--- src/axi_tst_pkg.sv ---
package axi_tst_pkg;

   // Sizes
   localparam int DATA_WIDTH     = 128;
   localparam int NUM_DW         = DATA_WIDTH / 32;
   localparam int ADDR_WIDTH     = 32;
   localparam int LEN_WIDTH      = 8;
   localparam int ID_WIDTH       = 5;
   localparam int CFG_ADDR_WIDTH = 8;

   typedef logic [31:0]               cfg_word_t;
   typedef logic [CFG_ADDR_WIDTH-1:0] cfg_addr_t;
   typedef logic [ADDR_WIDTH-1:0]     axi_addr_t;
   typedef logic [LEN_WIDTH-1:0]      axi_len_t;
   typedef logic [ID_WIDTH-1:0]       axi_id_t;
   typedef logic [DATA_WIDTH-1:0]     axi_data_t;
   typedef logic [DATA_WIDTH/8-1:0]   axi_strb_t;
   typedef logic [1:0]                axi_resp_t;
   typedef logic [15:0]               dw_index_t;

   // Address channel bases and offsets within a channel
   localparam cfg_addr_t AW_BASE    = 8'h00;
   localparam cfg_addr_t AR_BASE    = 8'h60;
   localparam cfg_addr_t OFS_CTRL   = 8'h0;
   localparam cfg_addr_t OFS_ADDR   = 8'h4;
   localparam cfg_addr_t OFS_LEN_ID = 8'hC;

   localparam cfg_addr_t REG_W_CTRL  = 8'h20;
   localparam cfg_addr_t REG_W_INDEX = 8'h24;
   localparam cfg_addr_t REG_W_DATA  = 8'h28;
   localparam cfg_addr_t REG_W_STRB  = 8'h2C;
   localparam cfg_addr_t REG_W_ID    = 8'h34;
   localparam cfg_addr_t REG_B_CTRL  = 8'h40;
   localparam cfg_addr_t REG_B_ID    = 8'h44;
   localparam cfg_addr_t REG_R_CTRL  = 8'h80;
   localparam cfg_addr_t REG_R_INDEX = 8'h84;
   localparam cfg_addr_t REG_R_DATA  = 8'h88;
   localparam cfg_addr_t REG_R_ID    = 8'h8C;

   // Control register bits
   localparam int CTRL_SET_BIT  = 0;
   localparam int CTRL_DONE_BIT = 1;
   localparam int W_LAST_BIT    = 4;

   localparam cfg_word_t RDATA_UNMAPPED = 32'hdeaddead;

endpackage

--- src/axi_tst.sv ---
`timescale 1ns/1ns
module axi_tst
(
   input  logic                   clk,
   input  logic                   sync_rst_n,
   input  axi_tst_pkg::cfg_word_t cfg_addr,
   input  axi_tst_pkg::cfg_word_t cfg_wdata,
   input  logic                   cfg_wr,
   input  logic                   cfg_rd,
   output logic                   tst_cfg_ack,
   output axi_tst_pkg::cfg_word_t tst_cfg_rdata,

   output logic                   awvalid,
   output axi_tst_pkg::axi_addr_t awaddr,
   output axi_tst_pkg::axi_len_t  awlen,
   output axi_tst_pkg::axi_id_t   awid,
   input  logic                   awready,

   output logic                   wvalid,
   output axi_tst_pkg::axi_data_t wdata,
   output axi_tst_pkg::axi_strb_t wstrb,
   output logic                   wlast,
   output axi_tst_pkg::axi_id_t   wid,
   input  logic                   wready,

   input  logic                   bvalid,
   input  axi_tst_pkg::axi_resp_t bresp,
   input  axi_tst_pkg::axi_id_t   bid,
   output logic                   bready,

   output logic                   arvalid,
   output axi_tst_pkg::axi_addr_t araddr,
   output axi_tst_pkg::axi_len_t  arlen,
   output axi_tst_pkg::axi_id_t   arid,
   input  logic                   arready,

   input  logic                   rvalid,
   input  axi_tst_pkg::axi_data_t rdata,
   input  axi_tst_pkg::axi_resp_t rresp,
   input  logic                   rlast,
   input  axi_tst_pkg::axi_id_t   rid,
   output logic                   rready
);

   axi_tst_pkg::cfg_addr_t cfg_addr_q;
   axi_tst_pkg::cfg_word_t cfg_wdata_q;
   logic                   wr_stb;
   logic                   rd_stb;
   axi_tst_pkg::cfg_word_t aw_rdata, w_rdata, b_rdata, ar_rdata, r_rdata;
   logic                   aw_rd_hit, w_rd_hit, b_rd_hit, ar_rd_hit, r_rd_hit;

   axi_tst_cfg_port u_cfg_port (.*);

   axi_tst_addr_chan #(.CHAN_BASE(axi_tst_pkg::AW_BASE)) u_aw_chan
   (
      .*,
      .ready  (awready),
      .valid  (awvalid),
      .addr   (awaddr),
      .len    (awlen),
      .id     (awid),
      .rdata  (aw_rdata),
      .rd_hit (aw_rd_hit)
   );

   axi_tst_wdata_chan u_w_chan (.*, .rdata(w_rdata), .rd_hit(w_rd_hit));

   axi_tst_bresp_chan u_b_chan (.*, .rdata(b_rdata), .rd_hit(b_rd_hit));

   axi_tst_addr_chan #(.CHAN_BASE(axi_tst_pkg::AR_BASE)) u_ar_chan
   (
      .*,
      .ready  (arready),
      .valid  (arvalid),
      .addr   (araddr),
      .len    (arlen),
      .id     (arid),
      .rdata  (ar_rdata),
      .rd_hit (ar_rd_hit)
   );

   axi_tst_rdata_chan u_r_chan (.*, .rdata_in(rdata), .rdata(r_rdata), .rd_hit(r_rd_hit));

endmodule

--- src/axi_tst_addr_chan.sv ---
`timescale 1ns/1ns
module axi_tst_addr_chan
#(
   parameter axi_tst_pkg::cfg_addr_t CHAN_BASE = axi_tst_pkg::AW_BASE
)
(
   input  logic                   clk,
   input  logic                   sync_rst_n,
   input  axi_tst_pkg::cfg_addr_t cfg_addr_q,
   input  axi_tst_pkg::cfg_word_t cfg_wdata_q,
   input  logic                   wr_stb,
   input  logic                   ready,
   output logic                   valid,
   output axi_tst_pkg::axi_addr_t addr,
   output axi_tst_pkg::axi_len_t  len,
   output axi_tst_pkg::axi_id_t   id,
   output axi_tst_pkg::cfg_word_t rdata,
   output logic                   rd_hit
);

   logic done;
   logic wr_ctrl;

   assign wr_ctrl = wr_stb && (cfg_addr_q == CHAN_BASE + axi_tst_pkg::OFS_CTRL);

   // Valid holds until the slave takes it; the handshake beats a done clear
   always_ff @(posedge clk)
      if (!sync_rst_n)
      begin
         valid <= 1'b0;
         done  <= 1'b0;
      end
      else
      begin
         if (wr_ctrl && cfg_wdata_q[axi_tst_pkg::CTRL_SET_BIT])
            valid <= 1'b1;
         else if (valid && ready)
            valid <= 1'b0;
         if (valid && ready)
            done <= 1'b1;
         else if (wr_ctrl && cfg_wdata_q[axi_tst_pkg::CTRL_DONE_BIT])
            done <= 1'b0;
      end

   // Payload goes straight out on the AXI side
   always_ff @(posedge clk)
      if (!sync_rst_n)
      begin
         addr <= '0;
         len  <= '0;
         id   <= '0;
      end
      else if (wr_stb && (cfg_addr_q == CHAN_BASE + axi_tst_pkg::OFS_ADDR))
         addr <= cfg_wdata_q;
      else if (wr_stb && (cfg_addr_q == CHAN_BASE + axi_tst_pkg::OFS_LEN_ID))
         {id, len} <= cfg_wdata_q[axi_tst_pkg::ID_WIDTH+axi_tst_pkg::LEN_WIDTH-1:0];

   always_ff @(posedge clk)
      if (!sync_rst_n)
      begin
         rd_hit <= 1'b0;
         rdata  <= '0;
      end
      else
      begin
         rd_hit <= 1'b1;
         case (cfg_addr_q)
            CHAN_BASE + axi_tst_pkg::OFS_CTRL:   rdata <= {30'd0, done, valid};
            CHAN_BASE + axi_tst_pkg::OFS_ADDR:   rdata <= addr;
            CHAN_BASE + axi_tst_pkg::OFS_LEN_ID: rdata <= axi_tst_pkg::cfg_word_t'({id, len});
            default:
            begin
               rd_hit <= 1'b0;
               rdata  <= '0;
            end
         endcase
      end

   valid_held: assert property (@(posedge clk) disable iff (!sync_rst_n)
      valid && !ready |=> valid);

endmodule

--- src/axi_tst_bresp_chan.sv ---
`timescale 1ns/1ns
module axi_tst_bresp_chan
(
   input  logic                   clk,
   input  logic                   sync_rst_n,
   input  axi_tst_pkg::cfg_addr_t cfg_addr_q,
   input  axi_tst_pkg::cfg_word_t cfg_wdata_q,
   input  logic                   wr_stb,
   input  logic                   bvalid,
   input  axi_tst_pkg::axi_resp_t bresp,
   input  axi_tst_pkg::axi_id_t   bid,
   output logic                   bready,
   output axi_tst_pkg::cfg_word_t rdata,
   output logic                   rd_hit
);

   logic                   done;
   logic                   wr_ctrl;
   axi_tst_pkg::axi_resp_t b_resp;
   axi_tst_pkg::axi_id_t   b_id;

   assign wr_ctrl = wr_stb && (cfg_addr_q == axi_tst_pkg::REG_B_CTRL);

   // Ready accepts a single response, whose fields are kept for the host
   always_ff @(posedge clk)
      if (!sync_rst_n)
      begin
         bready <= 1'b0;
         done   <= 1'b0;
         b_resp <= '0;
         b_id   <= '0;
      end
      else
      begin
         if (wr_ctrl && cfg_wdata_q[axi_tst_pkg::CTRL_SET_BIT])
            bready <= 1'b1;
         else if (bvalid && bready)
            bready <= 1'b0;
         if (bvalid && bready)
         begin
            done   <= 1'b1;
            b_resp <= bresp;
            b_id   <= bid;
         end
         else if (wr_ctrl && cfg_wdata_q[axi_tst_pkg::CTRL_DONE_BIT])
            done <= 1'b0;
      end

   always_ff @(posedge clk)
      if (!sync_rst_n)
      begin
         rd_hit <= 1'b0;
         rdata  <= '0;
      end
      else
      begin
         rd_hit <= 1'b1;
         case (cfg_addr_q)
            axi_tst_pkg::REG_B_CTRL: rdata <= {28'd0, b_resp, done, bready};
            axi_tst_pkg::REG_B_ID:   rdata <= axi_tst_pkg::cfg_word_t'(b_id);
            default:
            begin
               rd_hit <= 1'b0;
               rdata  <= '0;
            end
         endcase
      end

endmodule

--- src/axi_tst_cfg_port.sv ---
`timescale 1ns/1ns
module axi_tst_cfg_port
(
   input  logic                   clk,
   input  logic                   sync_rst_n,
   input  axi_tst_pkg::cfg_word_t cfg_addr,
   input  axi_tst_pkg::cfg_word_t cfg_wdata,
   input  logic                   cfg_wr,
   input  logic                   cfg_rd,
   input  axi_tst_pkg::cfg_word_t aw_rdata,
   input  logic                   aw_rd_hit,
   input  axi_tst_pkg::cfg_word_t w_rdata,
   input  logic                   w_rd_hit,
   input  axi_tst_pkg::cfg_word_t b_rdata,
   input  logic                   b_rd_hit,
   input  axi_tst_pkg::cfg_word_t ar_rdata,
   input  logic                   ar_rd_hit,
   input  axi_tst_pkg::cfg_word_t r_rdata,
   input  logic                   r_rd_hit,
   output axi_tst_pkg::cfg_addr_t cfg_addr_q,
   output axi_tst_pkg::cfg_word_t cfg_wdata_q,
   output logic                   wr_stb,
   output logic                   rd_stb,
   output logic                   tst_cfg_ack,
   output axi_tst_pkg::cfg_word_t tst_cfg_rdata
);

   typedef enum logic [1:0] {ST_IDLE, ST_DECODE, ST_STROBE} port_state_t;

   port_state_t            state;
   logic                   cmd_rd;
   axi_tst_pkg::cfg_word_t sel_rdata;

   // Capture, then one cycle for the channels to register readback, then strobe
   always_ff @(posedge clk)
      if (!sync_rst_n)
      begin
         state       <= ST_IDLE;
         cmd_rd      <= 1'b0;
         cfg_addr_q  <= '0;
         cfg_wdata_q <= '0;
      end
      else
      begin
         case (state)
            ST_IDLE:
               if (cfg_wr || cfg_rd)
               begin
                  state       <= ST_DECODE;
                  cmd_rd      <= !cfg_wr;
                  cfg_addr_q  <= cfg_addr[axi_tst_pkg::CFG_ADDR_WIDTH-1:0];
                  cfg_wdata_q <= cfg_wdata;
               end
            ST_DECODE:
               state <= ST_STROBE;
            default:
               state <= ST_IDLE;
         endcase
      end

   assign wr_stb = (state == ST_STROBE) && !cmd_rd;
   assign rd_stb = (state == ST_STROBE) && cmd_rd;

   // Only one channel claims a given offset
   always_comb
      if (aw_rd_hit)
         sel_rdata = aw_rdata;
      else if (w_rd_hit)
         sel_rdata = w_rdata;
      else if (b_rd_hit)
         sel_rdata = b_rdata;
      else if (ar_rd_hit)
         sel_rdata = ar_rdata;
      else if (r_rd_hit)
         sel_rdata = r_rdata;
      else
         sel_rdata = axi_tst_pkg::RDATA_UNMAPPED;

   // Ack and readback land together, on the edge that ends the strobe
   always_ff @(posedge clk)
      if (!sync_rst_n)
      begin
         tst_cfg_ack   <= 1'b0;
         tst_cfg_rdata <= '0;
      end
      else
      begin
         tst_cfg_ack <= (state == ST_STROBE);
         if (state == ST_STROBE)
            tst_cfg_rdata <= sel_rdata;
      end

   ack_one_cycle: assert property (@(posedge clk) disable iff (!sync_rst_n)
      tst_cfg_ack |=> !tst_cfg_ack);

endmodule

--- src/axi_tst_rdata_chan.sv ---
`timescale 1ns/1ns
module axi_tst_rdata_chan
(
   input  logic                   clk,
   input  logic                   sync_rst_n,
   input  axi_tst_pkg::cfg_addr_t cfg_addr_q,
   input  axi_tst_pkg::cfg_word_t cfg_wdata_q,
   input  logic                   wr_stb,
   input  logic                   rd_stb,
   input  logic                   rvalid,
   input  axi_tst_pkg::axi_data_t rdata_in,
   input  axi_tst_pkg::axi_resp_t rresp,
   input  logic                   rlast,
   input  axi_tst_pkg::axi_id_t   rid,
   output logic                   rready,
   output axi_tst_pkg::cfg_word_t rdata,
   output logic                   rd_hit
);

   logic                   done;
   logic                   wr_ctrl;
   logic                   in_range;
   axi_tst_pkg::dw_index_t r_index;
   axi_tst_pkg::axi_data_t r_data;
   axi_tst_pkg::axi_resp_t r_resp;
   logic                   r_last;
   axi_tst_pkg::axi_id_t   r_id;

   assign wr_ctrl  = wr_stb && (cfg_addr_q == axi_tst_pkg::REG_R_CTRL);
   assign in_range = r_index < axi_tst_pkg::dw_index_t'(axi_tst_pkg::NUM_DW);

   always_ff @(posedge clk)
      if (!sync_rst_n)
      begin
         rready <= 1'b0;
         done   <= 1'b0;
         r_data <= '0;
         r_resp <= '0;
         r_last <= 1'b0;
         r_id   <= '0;
      end
      else
      begin
         if (wr_ctrl && cfg_wdata_q[axi_tst_pkg::CTRL_SET_BIT])
            rready <= 1'b1;
         else if (rvalid && rready)
            rready <= 1'b0;
         if (rvalid && rready)
         begin
            done   <= 1'b1;
            r_data <= rdata_in;
            r_resp <= rresp;
            r_last <= rlast;
            r_id   <= rid;
         end
         else if (wr_ctrl && cfg_wdata_q[axi_tst_pkg::CTRL_DONE_BIT])
            done <= 1'b0;
      end

   // A host read of the data register returns the current word, then steps once
   always_ff @(posedge clk)
      if (!sync_rst_n)
         r_index <= '0;
      else if (wr_stb && (cfg_addr_q == axi_tst_pkg::REG_R_INDEX))
         r_index <= axi_tst_pkg::dw_index_t'(cfg_wdata_q);
      else if (rd_stb && (cfg_addr_q == axi_tst_pkg::REG_R_DATA))
         r_index <= r_index + 1'b1;

   always_ff @(posedge clk)
      if (!sync_rst_n)
      begin
         rd_hit <= 1'b0;
         rdata  <= '0;
      end
      else
      begin
         rd_hit <= 1'b1;
         case (cfg_addr_q)
            axi_tst_pkg::REG_R_CTRL:  rdata <= {27'd0, r_last, r_resp, done, rready};
            axi_tst_pkg::REG_R_INDEX: rdata <= axi_tst_pkg::cfg_word_t'(r_index);
            axi_tst_pkg::REG_R_DATA:  rdata <= in_range ? r_data[32*r_index +: 32] : '0;
            axi_tst_pkg::REG_R_ID:    rdata <= axi_tst_pkg::cfg_word_t'(r_id);
            default:
            begin
               rd_hit <= 1'b0;
               rdata  <= '0;
            end
         endcase
      end

endmodule

--- src/axi_tst_wdata_chan.sv ---
`timescale 1ns/1ns
module axi_tst_wdata_chan
(
   input  logic                   clk,
   input  logic                   sync_rst_n,
   input  axi_tst_pkg::cfg_addr_t cfg_addr_q,
   input  axi_tst_pkg::cfg_word_t cfg_wdata_q,
   input  logic                   wr_stb,
   input  logic                   wready,
   output logic                   wvalid,
   output axi_tst_pkg::axi_data_t wdata,
   output axi_tst_pkg::axi_strb_t wstrb,
   output logic                   wlast,
   output axi_tst_pkg::axi_id_t   wid,
   output axi_tst_pkg::cfg_word_t rdata,
   output logic                   rd_hit
);

   logic                   done;
   logic                   wr_ctrl;
   logic                   wr_data;
   logic                   in_range;
   axi_tst_pkg::dw_index_t w_index;

   assign wr_ctrl  = wr_stb && (cfg_addr_q == axi_tst_pkg::REG_W_CTRL);
   assign wr_data  = wr_stb && (cfg_addr_q == axi_tst_pkg::REG_W_DATA);
   assign in_range = w_index < axi_tst_pkg::dw_index_t'(axi_tst_pkg::NUM_DW);

   always_ff @(posedge clk)
      if (!sync_rst_n)
      begin
         wvalid <= 1'b0;
         done   <= 1'b0;
      end
      else
      begin
         if (wr_ctrl && cfg_wdata_q[axi_tst_pkg::CTRL_SET_BIT])
            wvalid <= 1'b1;
         else if (wvalid && wready)
            wvalid <= 1'b0;
         if (wvalid && wready)
            done <= 1'b1;
         else if (wr_ctrl && cfg_wdata_q[axi_tst_pkg::CTRL_DONE_BIT])
            done <= 1'b0;
      end

   // Index steps on every data write, even past the end of the beat
   always_ff @(posedge clk)
      if (!sync_rst_n)
         w_index <= '0;
      else if (wr_stb && (cfg_addr_q == axi_tst_pkg::REG_W_INDEX))
         w_index <= axi_tst_pkg::dw_index_t'(cfg_wdata_q);
      else if (wr_data)
         w_index <= w_index + 1'b1;

   always_ff @(posedge clk)
      if (!sync_rst_n)
      begin
         wdata <= '0;
         wstrb <= '0;
         wlast <= 1'b0;
         wid   <= '0;
      end
      else
      begin
         if (wr_data && in_range)
            wdata[32*w_index +: 32] <= cfg_wdata_q;
         if (wr_ctrl)
            wlast <= cfg_wdata_q[axi_tst_pkg::W_LAST_BIT];
         if (wr_stb && (cfg_addr_q == axi_tst_pkg::REG_W_STRB))
            wstrb <= axi_tst_pkg::axi_strb_t'(cfg_wdata_q);
         if (wr_stb && (cfg_addr_q == axi_tst_pkg::REG_W_ID))
            wid <= axi_tst_pkg::axi_id_t'(cfg_wdata_q);
      end

   always_ff @(posedge clk)
      if (!sync_rst_n)
      begin
         rd_hit <= 1'b0;
         rdata  <= '0;
      end
      else
      begin
         rd_hit <= 1'b1;
         case (cfg_addr_q)
            axi_tst_pkg::REG_W_CTRL:  rdata <= {27'd0, wlast, 2'b00, done, wvalid};
            axi_tst_pkg::REG_W_INDEX: rdata <= axi_tst_pkg::cfg_word_t'(w_index);
            axi_tst_pkg::REG_W_DATA:  rdata <= in_range ? wdata[32*w_index +: 32] : '0;
            axi_tst_pkg::REG_W_STRB:  rdata <= axi_tst_pkg::cfg_word_t'(wstrb);
            axi_tst_pkg::REG_W_ID:    rdata <= axi_tst_pkg::cfg_word_t'(wid);
            default:
            begin
               rd_hit <= 1'b0;
               rdata  <= '0;
            end
         endcase
      end

   wvalid_held: assert property (@(posedge clk) disable iff (!sync_rst_n)
      wvalid && !wready |=> wvalid);

endmodule

--- config.mk ---
export PLATFORM = sky130hd
export DESIGN_NAME = axi_tst
export DESIGN_NICKNAME = d
export VERILOG_FILES = /design/src/axi_tst_pkg.sv /design/src/axi_tst.sv /design/src/axi_tst_addr_chan.sv /design/src/axi_tst_bresp_chan.sv /design/src/axi_tst_cfg_port.sv /design/src/axi_tst_rdata_chan.sv /design/src/axi_tst_wdata_chan.sv
export SDC_FILE = /design/constraint.sdc
export NUM_CORES = 1
export LEC_CHECK = 0
export BUFFER_PORTS_ARGS = -buffer_cell sky130_fd_sc_hd__buf_2
export CAP_MARGIN = 25
export CORE_ASPECT_RATIO = 1.25
export CORE_MARGIN = 10
export CORE_UTILIZATION = 43
export CTS_BUF_LIST = sky130_fd_sc_hd__clkbuf_8 sky130_fd_sc_hd__clkbuf_16
export DETAILED_ROUTE_END_ITERATION = 12
export GPL_ROUTABILITY_DRIVEN = 0
export PLACE_DENSITY = 0.6
export RECOVER_POWER = 50
export SYNTH_ARGS = -nofsm -noshare
export SYNTH_HDL_FRONTEND = slang
export SYNTH_SLANG_ARGS = --single-unit
--- constraint.sdc ---
create_clock -name clk -period 6.4 [get_ports clk]
set_input_delay 1.28 -clock clk [delete_from_list [all_inputs] [get_ports clk]]
set_output_delay 1.28 -clock clk [all_outputs]
set_load 0.02 [all_outputs]
# ---- Yosys cells after proc, flatten, opt, wreduce, memory -nomap -nowiden
# Cells that the tools add are included.
dict set report word_totals {
  input_bits 216
  elab_cells 176
  ff_bits 666
  output_inout_bits 278
}
dict set report op_classes {
  n_reduce_logical 58
  shift 4
  addsub 3
  n_lt_le_gt_ge 2
  eq_ne 19
  muxes 44
  bitwise 2
}
# cell count
set ops {}
lappend ops {{$shiftx A128 B22 Y32} 2}
lappend ops {{$mux W32} 7}
lappend ops {{$pmux W32 S3} 2}
lappend ops {{$pmux W32 S5} 1}
lappend ops {{$bwmux W128} 1}
lappend ops {{$pmux W32 S4} 1}
lappend ops {{$shift A32 B34 Y128 const A} 1}
lappend ops {{$shiftx A32 B34 Y128} 1}
lappend ops {{$mux W16} 4}
lappend ops {{$eq A8 B6 Y1 const B} 5}
lappend ops {{$eq A8 B7 Y1 const B} 5}
lappend ops {{$neg A21 Y34} 1}
lappend ops {{$logic_and A1 B1 Y1} 33}
lappend ops {{$add A16 B1 Y16 const B} 2}
lappend ops {{$eq A8 B8 Y1 const B} 4}
lappend ops {{$lt A16 B3 Y1 const B} 2}
lappend ops {{$mux W1} 25}
lappend ops {{$reduce_bool A2 Y1} 12}
lappend ops {{$pmux W5 S2} 1}
lappend ops {{$eq A8 B3 Y1 const B} 1}
lappend ops {{$eq A8 B4 Y1 const B} 1}
lappend ops {{$logic_not A8 Y1} 1}
lappend ops {{$reduce_and A2 Y1} 3}
lappend ops {{$reduce_or A3 Y1} 2}
lappend ops {{other kinds (12)} 14}

# ---- Depth between registers and ports, before layout
dict set report logic_depth {
  ltp_word 6
  depth_mapped 11
  depth_no_buf 7
}

# ---- Hierarchy
# A second synthesis with hierarchy kept.
dict set report hier_totals {
  hier_cells 2959
  area_unflattened_um2 27467.6
}
# mod seq_area_each_um2 instances cells_each area_each_um2
set modules_own_cells {}
lappend modules_own_cells {axi_tst_wdata_chan 4023.9 1 994 9316.4}
lappend modules_own_cells {axi_tst_rdata_chan 3743.6 1 845 7790.0}
lappend modules_own_cells {axi_tst_cfg_port 1521.5 1 456 3844.9}
lappend modules_own_cells {{axi_tst_addr_chan (u_ar_chan)} 1601.5 1 287 2864.0}
lappend modules_own_cells {{axi_tst_addr_chan (u_aw_chan)} 1601.5 1 287 2862.7}
lappend modules_own_cells {axi_tst_bresp_chan 300.3 1 90 789.5}

# ---- Least setup slack after synthesis
# Ideal clock, no wire load.
dict set report synth_timing {
  path_kind {input-to-reg}
  startpoint {input sync_rst_n}
  endpoint {register u_ar_chan.rdata[21]}
  path_buffers 3
  t_required_ps 6341
  stages 7
  t_arrival_ps 2688
  setup_ps 59
  path_slack_ps 3652
  path_cell_list {clkbuf_1 -> nand3_1 -> or2_2 -> clkbuf_1 -> nor2_1 -> clkbuf_1 -> and2_1}
}
# item line
set synth_lines {}
lappend synth_lines {{start: declaration} axi_tst.sv:5} ;# input logic sync_rst_n,
lappend synth_lines {{end signal: assignment} axi_tst_addr_chan.sv:68} ;# CHAN_BASE + axi_tst_pkg::OFS_CTRL: rdata <= {30'd0, done, valid};
lappend synth_lines {{end signal: assignment} axi_tst_addr_chan.sv:69} ;# CHAN_BASE + axi_tst_pkg::OFS_ADDR: rdata <= addr;
lappend synth_lines {{end signal: assignment} axi_tst_addr_chan.sv:70} ;# CHAN_BASE + axi_tst_pkg::OFS_LEN_ID: rdata <= axi_tst_pkg::cfg_word_t'({id, len});
lappend synth_lines {{end: declaration} axi_tst_addr_chan.sv:17} ;# output axi_tst_pkg::cfg_word_t rdata,

# ---- Worst setup path in the final report
dict set report layout_timing {
  startpoint {register u_w_chan.rd_hit}
  endpoint {register u_cfg_port.tst_cfg_rdata[2]}
}
dict set report layout_via {
  elab_chain_len 2
}
# item line
set layout_lines {}
lappend layout_lines {{start: declaration} axi_tst_wdata_chan.sv:16} ;# output logic rd_hit
lappend layout_lines {{start signal: assignment} axi_tst_wdata_chan.sv:79} ;# rd_hit <= 1'b0;
lappend layout_lines {{start signal: assignment} axi_tst_wdata_chan.sv:84} ;# rd_hit <= 1'b1;
lappend layout_lines {{start signal: assignment} axi_tst_wdata_chan.sv:93} ;# rd_hit <= 1'b0;
lappend layout_lines {{$mux W32} axi_tst_cfg_port.sv:68} ;# else if (w_rd_hit)
lappend layout_lines {{$mux W32} axi_tst_cfg_port.sv:66} ;# if (aw_rd_hit)
lappend layout_lines {{end signal: assignment} axi_tst_cfg_port.sv:90} ;# tst_cfg_rdata <= sel_rdata;
lappend layout_lines {{end: declaration} axi_tst_cfg_port.sv:25} ;# output axi_tst_pkg::cfg_word_t tst_cfg_rdata
# No other way between the ends.
# A chain may end at the register's enable or synchronous reset.

==> results.ini <==
[critical_path]
crit_required_ps = 6890
cp-start-kind = register
timing.rr.end = u_cfg_port.tst_cfg_rdata[2]$_SDFFE_PN0P_
rr_worst_depth = 5
arrival_ps = 4520
r2r_slack_ps = 2370
cp_slowest_cell = or2_0
cp_slowest_stage_delay_ps = 1540
crit-reg2reg-launch = u_w_chan.rd_hit$_SDFF_PN0_
path_cells = clkbuf_1 > or2_0 > o21ai_0 > a22oi_1 > nor2b_1
crit_path_end_kind = register
path_class = register to register
worst-path-max-fanout = 32

[yosys]
synth_area_per_cell_um2 = 8.671
synth_area_mm2 = 0.02620
synth_fp_nets = 3240
synth_area_leaders = dfxtp_1, nand2_1, a21boi_0, mux4_2, nand3_1
ys_types = 63
synth_flop_cell = dfxtp_1
synthArstFlopShare_pct = 0
synth_common_cells = nand2_1, dfxtp_1, a21boi_0
yosysWarnings = 0
synth-edff-count = 0
ys_ff_latch = 639
synth.most_common_cell = nand2_1
synthCells = 3021
synth_top_area_share_pct = 48.83
yosysTopAreaCell = dfxtp_1
yosysSeqAreaShare_pct = 48.83

[cts]
cts.hold.buffers_added = 0
post_cts_resize_count = 0
cts_tree = done
cts_root_buffer = clkbuf_16
insertion_delay_ps = 610
post-cts-setup-buffers = 0
numClockSinks = 639
cts_max_level = 3
cts_buffers = 67
path_clk_slew_ps = 60
clock_path_buffers = 3

[die]
die_area_mm2 = 0.07125
die_x_um = 240.8
start_util_pct = 43.27
rows = 101
coreArea_mm2 = 0.06053
die_h_um = 296.0
pin_count = 494

[route]
wl_per_cell_um = 22.42
vias = 23140
wl_um = 93430
antenna_left = 0
drc = 0
dr.first_iter.drc_count = 1862
firstDrtPassIters = 6
vias_per_cell = 5.553

[power_and_ir_drop]
seqPwrFrac_pct = 48.7
p_leak_uw = 0.01055
p_clk_share_pct = 46.5
p_sw_share_pct = 23.68
p_int_uw = 6439
ir_drop_mv = 0.1788
switching_power_uw = 1998
power_frac_comb_pct = 4.8
p_per_area_mw_per_mm2 = 273.6

[hold_path]
hold_path_depth = 2
min_to = u_r_chan.r_data[114]$_SDFFE_PN0P_
min_path_type = register to register
min_from = u_r_chan.r_data[114]$_SDFFE_PN0P_

[placement]
dpl.hpwl_um = 67290
portBuffers = 469
place_area_mm2 = 0.02890

[global_routing]
grt.overflow.total = 0
globalRouteTotalUtil_pct = 25.14
grt_pass1_wl_um = 137700
antenna_found_initial = 3
grt_pass1_vias = 22410
grt_max_degree = 133

[outcome]
status = complete, but fails checks
failed_checks = capacitance limit, slew limit

[timing]
setup_viol = 0
finalHoldWorstSlack_ps = 460.9
drv_slew = 76
slew_headroom_pct = -34.70
setup_tns_ps = 0
hold_viol = 0
fin_skew_ps = 14.92
rsz0062_at_grt = false
finalCriticalPeriod_ps = 4035
tightest_slew_ps = 2020
max_freq_mhz = 247.9
finalCritPeriodShare_pct = 63.04

[job]
max_cap_viol_count = 2

[layout]
synthToLayoutAreaGrowth_pct = 17.71
fill_cells = 5851
stdcell_area_mm2 = 0.03083
drive_above_1_share_pct = 13.83
nets = 3561

==> routing by layer <==
layer	GRT usage (%)	vias to the layer above	part of all wire, %	wire length, um
li1	-	11070	-	-
met1	31.57	11000	41	38520
met2	41.38	930	47	43920
met3	6.051	142	9.0	8391
met4	9.043	0	2.8	2606
met5	0	-	0	0
==> cells in the final DEF, fill, tap and decap left out, types with 12 or more instances in the layout <==
master / Yosys / layout
a21boi_0: 307 / 307
a21oi_1: 84 / 84
a22oi_1: 87 / 87
and2_0: 0 / 12
and2_1: 56 / 43
and3_1: 14 / 14
buf_2: 14 / 238
buf_4: 3 / 34
clkbuf_1: 219 / 237
clkbuf_16: 0 / 68
clkbuf_8: 0 / 12
dfxtp_1: 639 / 634
inv_1: 67 / 83
mux4_2: 64 / 64
nand2_1: 704 / 703
nand3_1: 203 / 203
nand4_1: 12 / 12
nor2_1: 64 / 63
nor2b_1: 67 / 67
nor3_1: 15 / 15
o21ai_0: 151 / 151
o21ai_1: 38 / 37
o22ai_1: 42 / 42
==> power groups by stage <==
stage | Clock [uW] | Sequential [uW] | Combinational, uW
2_1_floorplan | 0 | 4130 | 250
3_3_place_gp | 0 | 4190 | 394
3_5_place_dp | 0 | 4200 | 400
4_1_cts | 4000 | 4110 | 401
5_1_grt | 4150 | 4110 | 435
6_report | 3930 | 4110 | 401
==> cell type report <==
| class | instances | area, um2 | share of cell area [%] |
|---|---|---|---|
| well taps | 772 | 965.9 | 3.133 |
| repair buffers | 513 | 2426 | 7.868 |
| multi-input cells | 2054 | 12180 | 39.49 |
| flip-flops and latches | 639 | 12800 | 41.51 |
| inverters | 67 | 251.5 | 0.8156 |
| clock inverters | 39 | 337.8 | 1.096 |
| clock buffers | 80 | 1867 | 6.054 |
| diodes | 4 | 10.01 | 0.03246 |
==> sequential cells by signal, indices dropped and copies added, names as in the netlist, 32 cells and up <==
register,cells
u_ar_chan.addr,32
u_ar_chan.rdata,32
u_aw_chan.addr,32
u_aw_chan.rdata,32
u_cfg_port.cfg_wdata_q,32
u_cfg_port.tst_cfg_rdata,32
u_r_chan.r_data,128
u_r_chan.rdata,32
u_w_chan.rdata,32
u_w_chan.wdata,128
==> worst max path at each step <==
stage                                startpoint                                  endpoint  slack [ps]  depth (start not counted)
2_1_floorplan                        sync_rst_n            u_ar_chan.rdata[21]$_SDFF_PN0_        3650                          7
3_3_place_gp                         sync_rst_n           u_w_chan.wdata[55]$_SDFFE_PN0P_        2830                          5
3_5_place_dp                         sync_rst_n           u_w_chan.wdata[87]$_SDFFE_PN0P_        2770                          5
4_1_cts        u_w_chan.w_index[0]$_SDFFE_PN0P_            u_w_chan.wdata[2]$_SDFFE_PN0P_        3140                          7
5_1_grt              u_w_chan.rd_hit$_SDFF_PN0_  u_cfg_port.tst_cfg_rdata[2]$_SDFFE_PN0P_        2250                          5
6_report             u_w_chan.rd_hit$_SDFF_PN0_  u_cfg_port.tst_cfg_rdata[2]$_SDFFE_PN0P_        2370                          5
==> critical path: cells and delay by family (launching register included) <==
kind                   cells  cell delay [ps]
AND/OR/NAND/NOR            2             1610
flip-flops                 1              810
AO/OA/AOI/OAI              2              770
buffers and inverters      1              710
==> per-stage QoR <==
step	total power (uW)	util (%)	cells	setup slack, ps
2_1_floorplan	4385	-	3021	3652
3_3_place_gp	4588	47.71	4042	2832
3_5_place_dp	4595	47.74	4043	2767
4_1_cts	8510	51.38	4162	3145
5_1_grt	8701	50.94	4167	2249
6_report	8436	50.94	4168	2365
==> logic make-up after synthesis <==
group	share of synthesized area, %
multiplexers	5.579
flip-flops	48.83
XOR/XNOR	0.1003
AO/OA/AOI/OAI	19.74
buffers and inverters	4.810
AND/OR/NAND/NOR	20.80
adder cells (fa/ha/maj)	0.1433
Power figures use the tool's default switching activity.
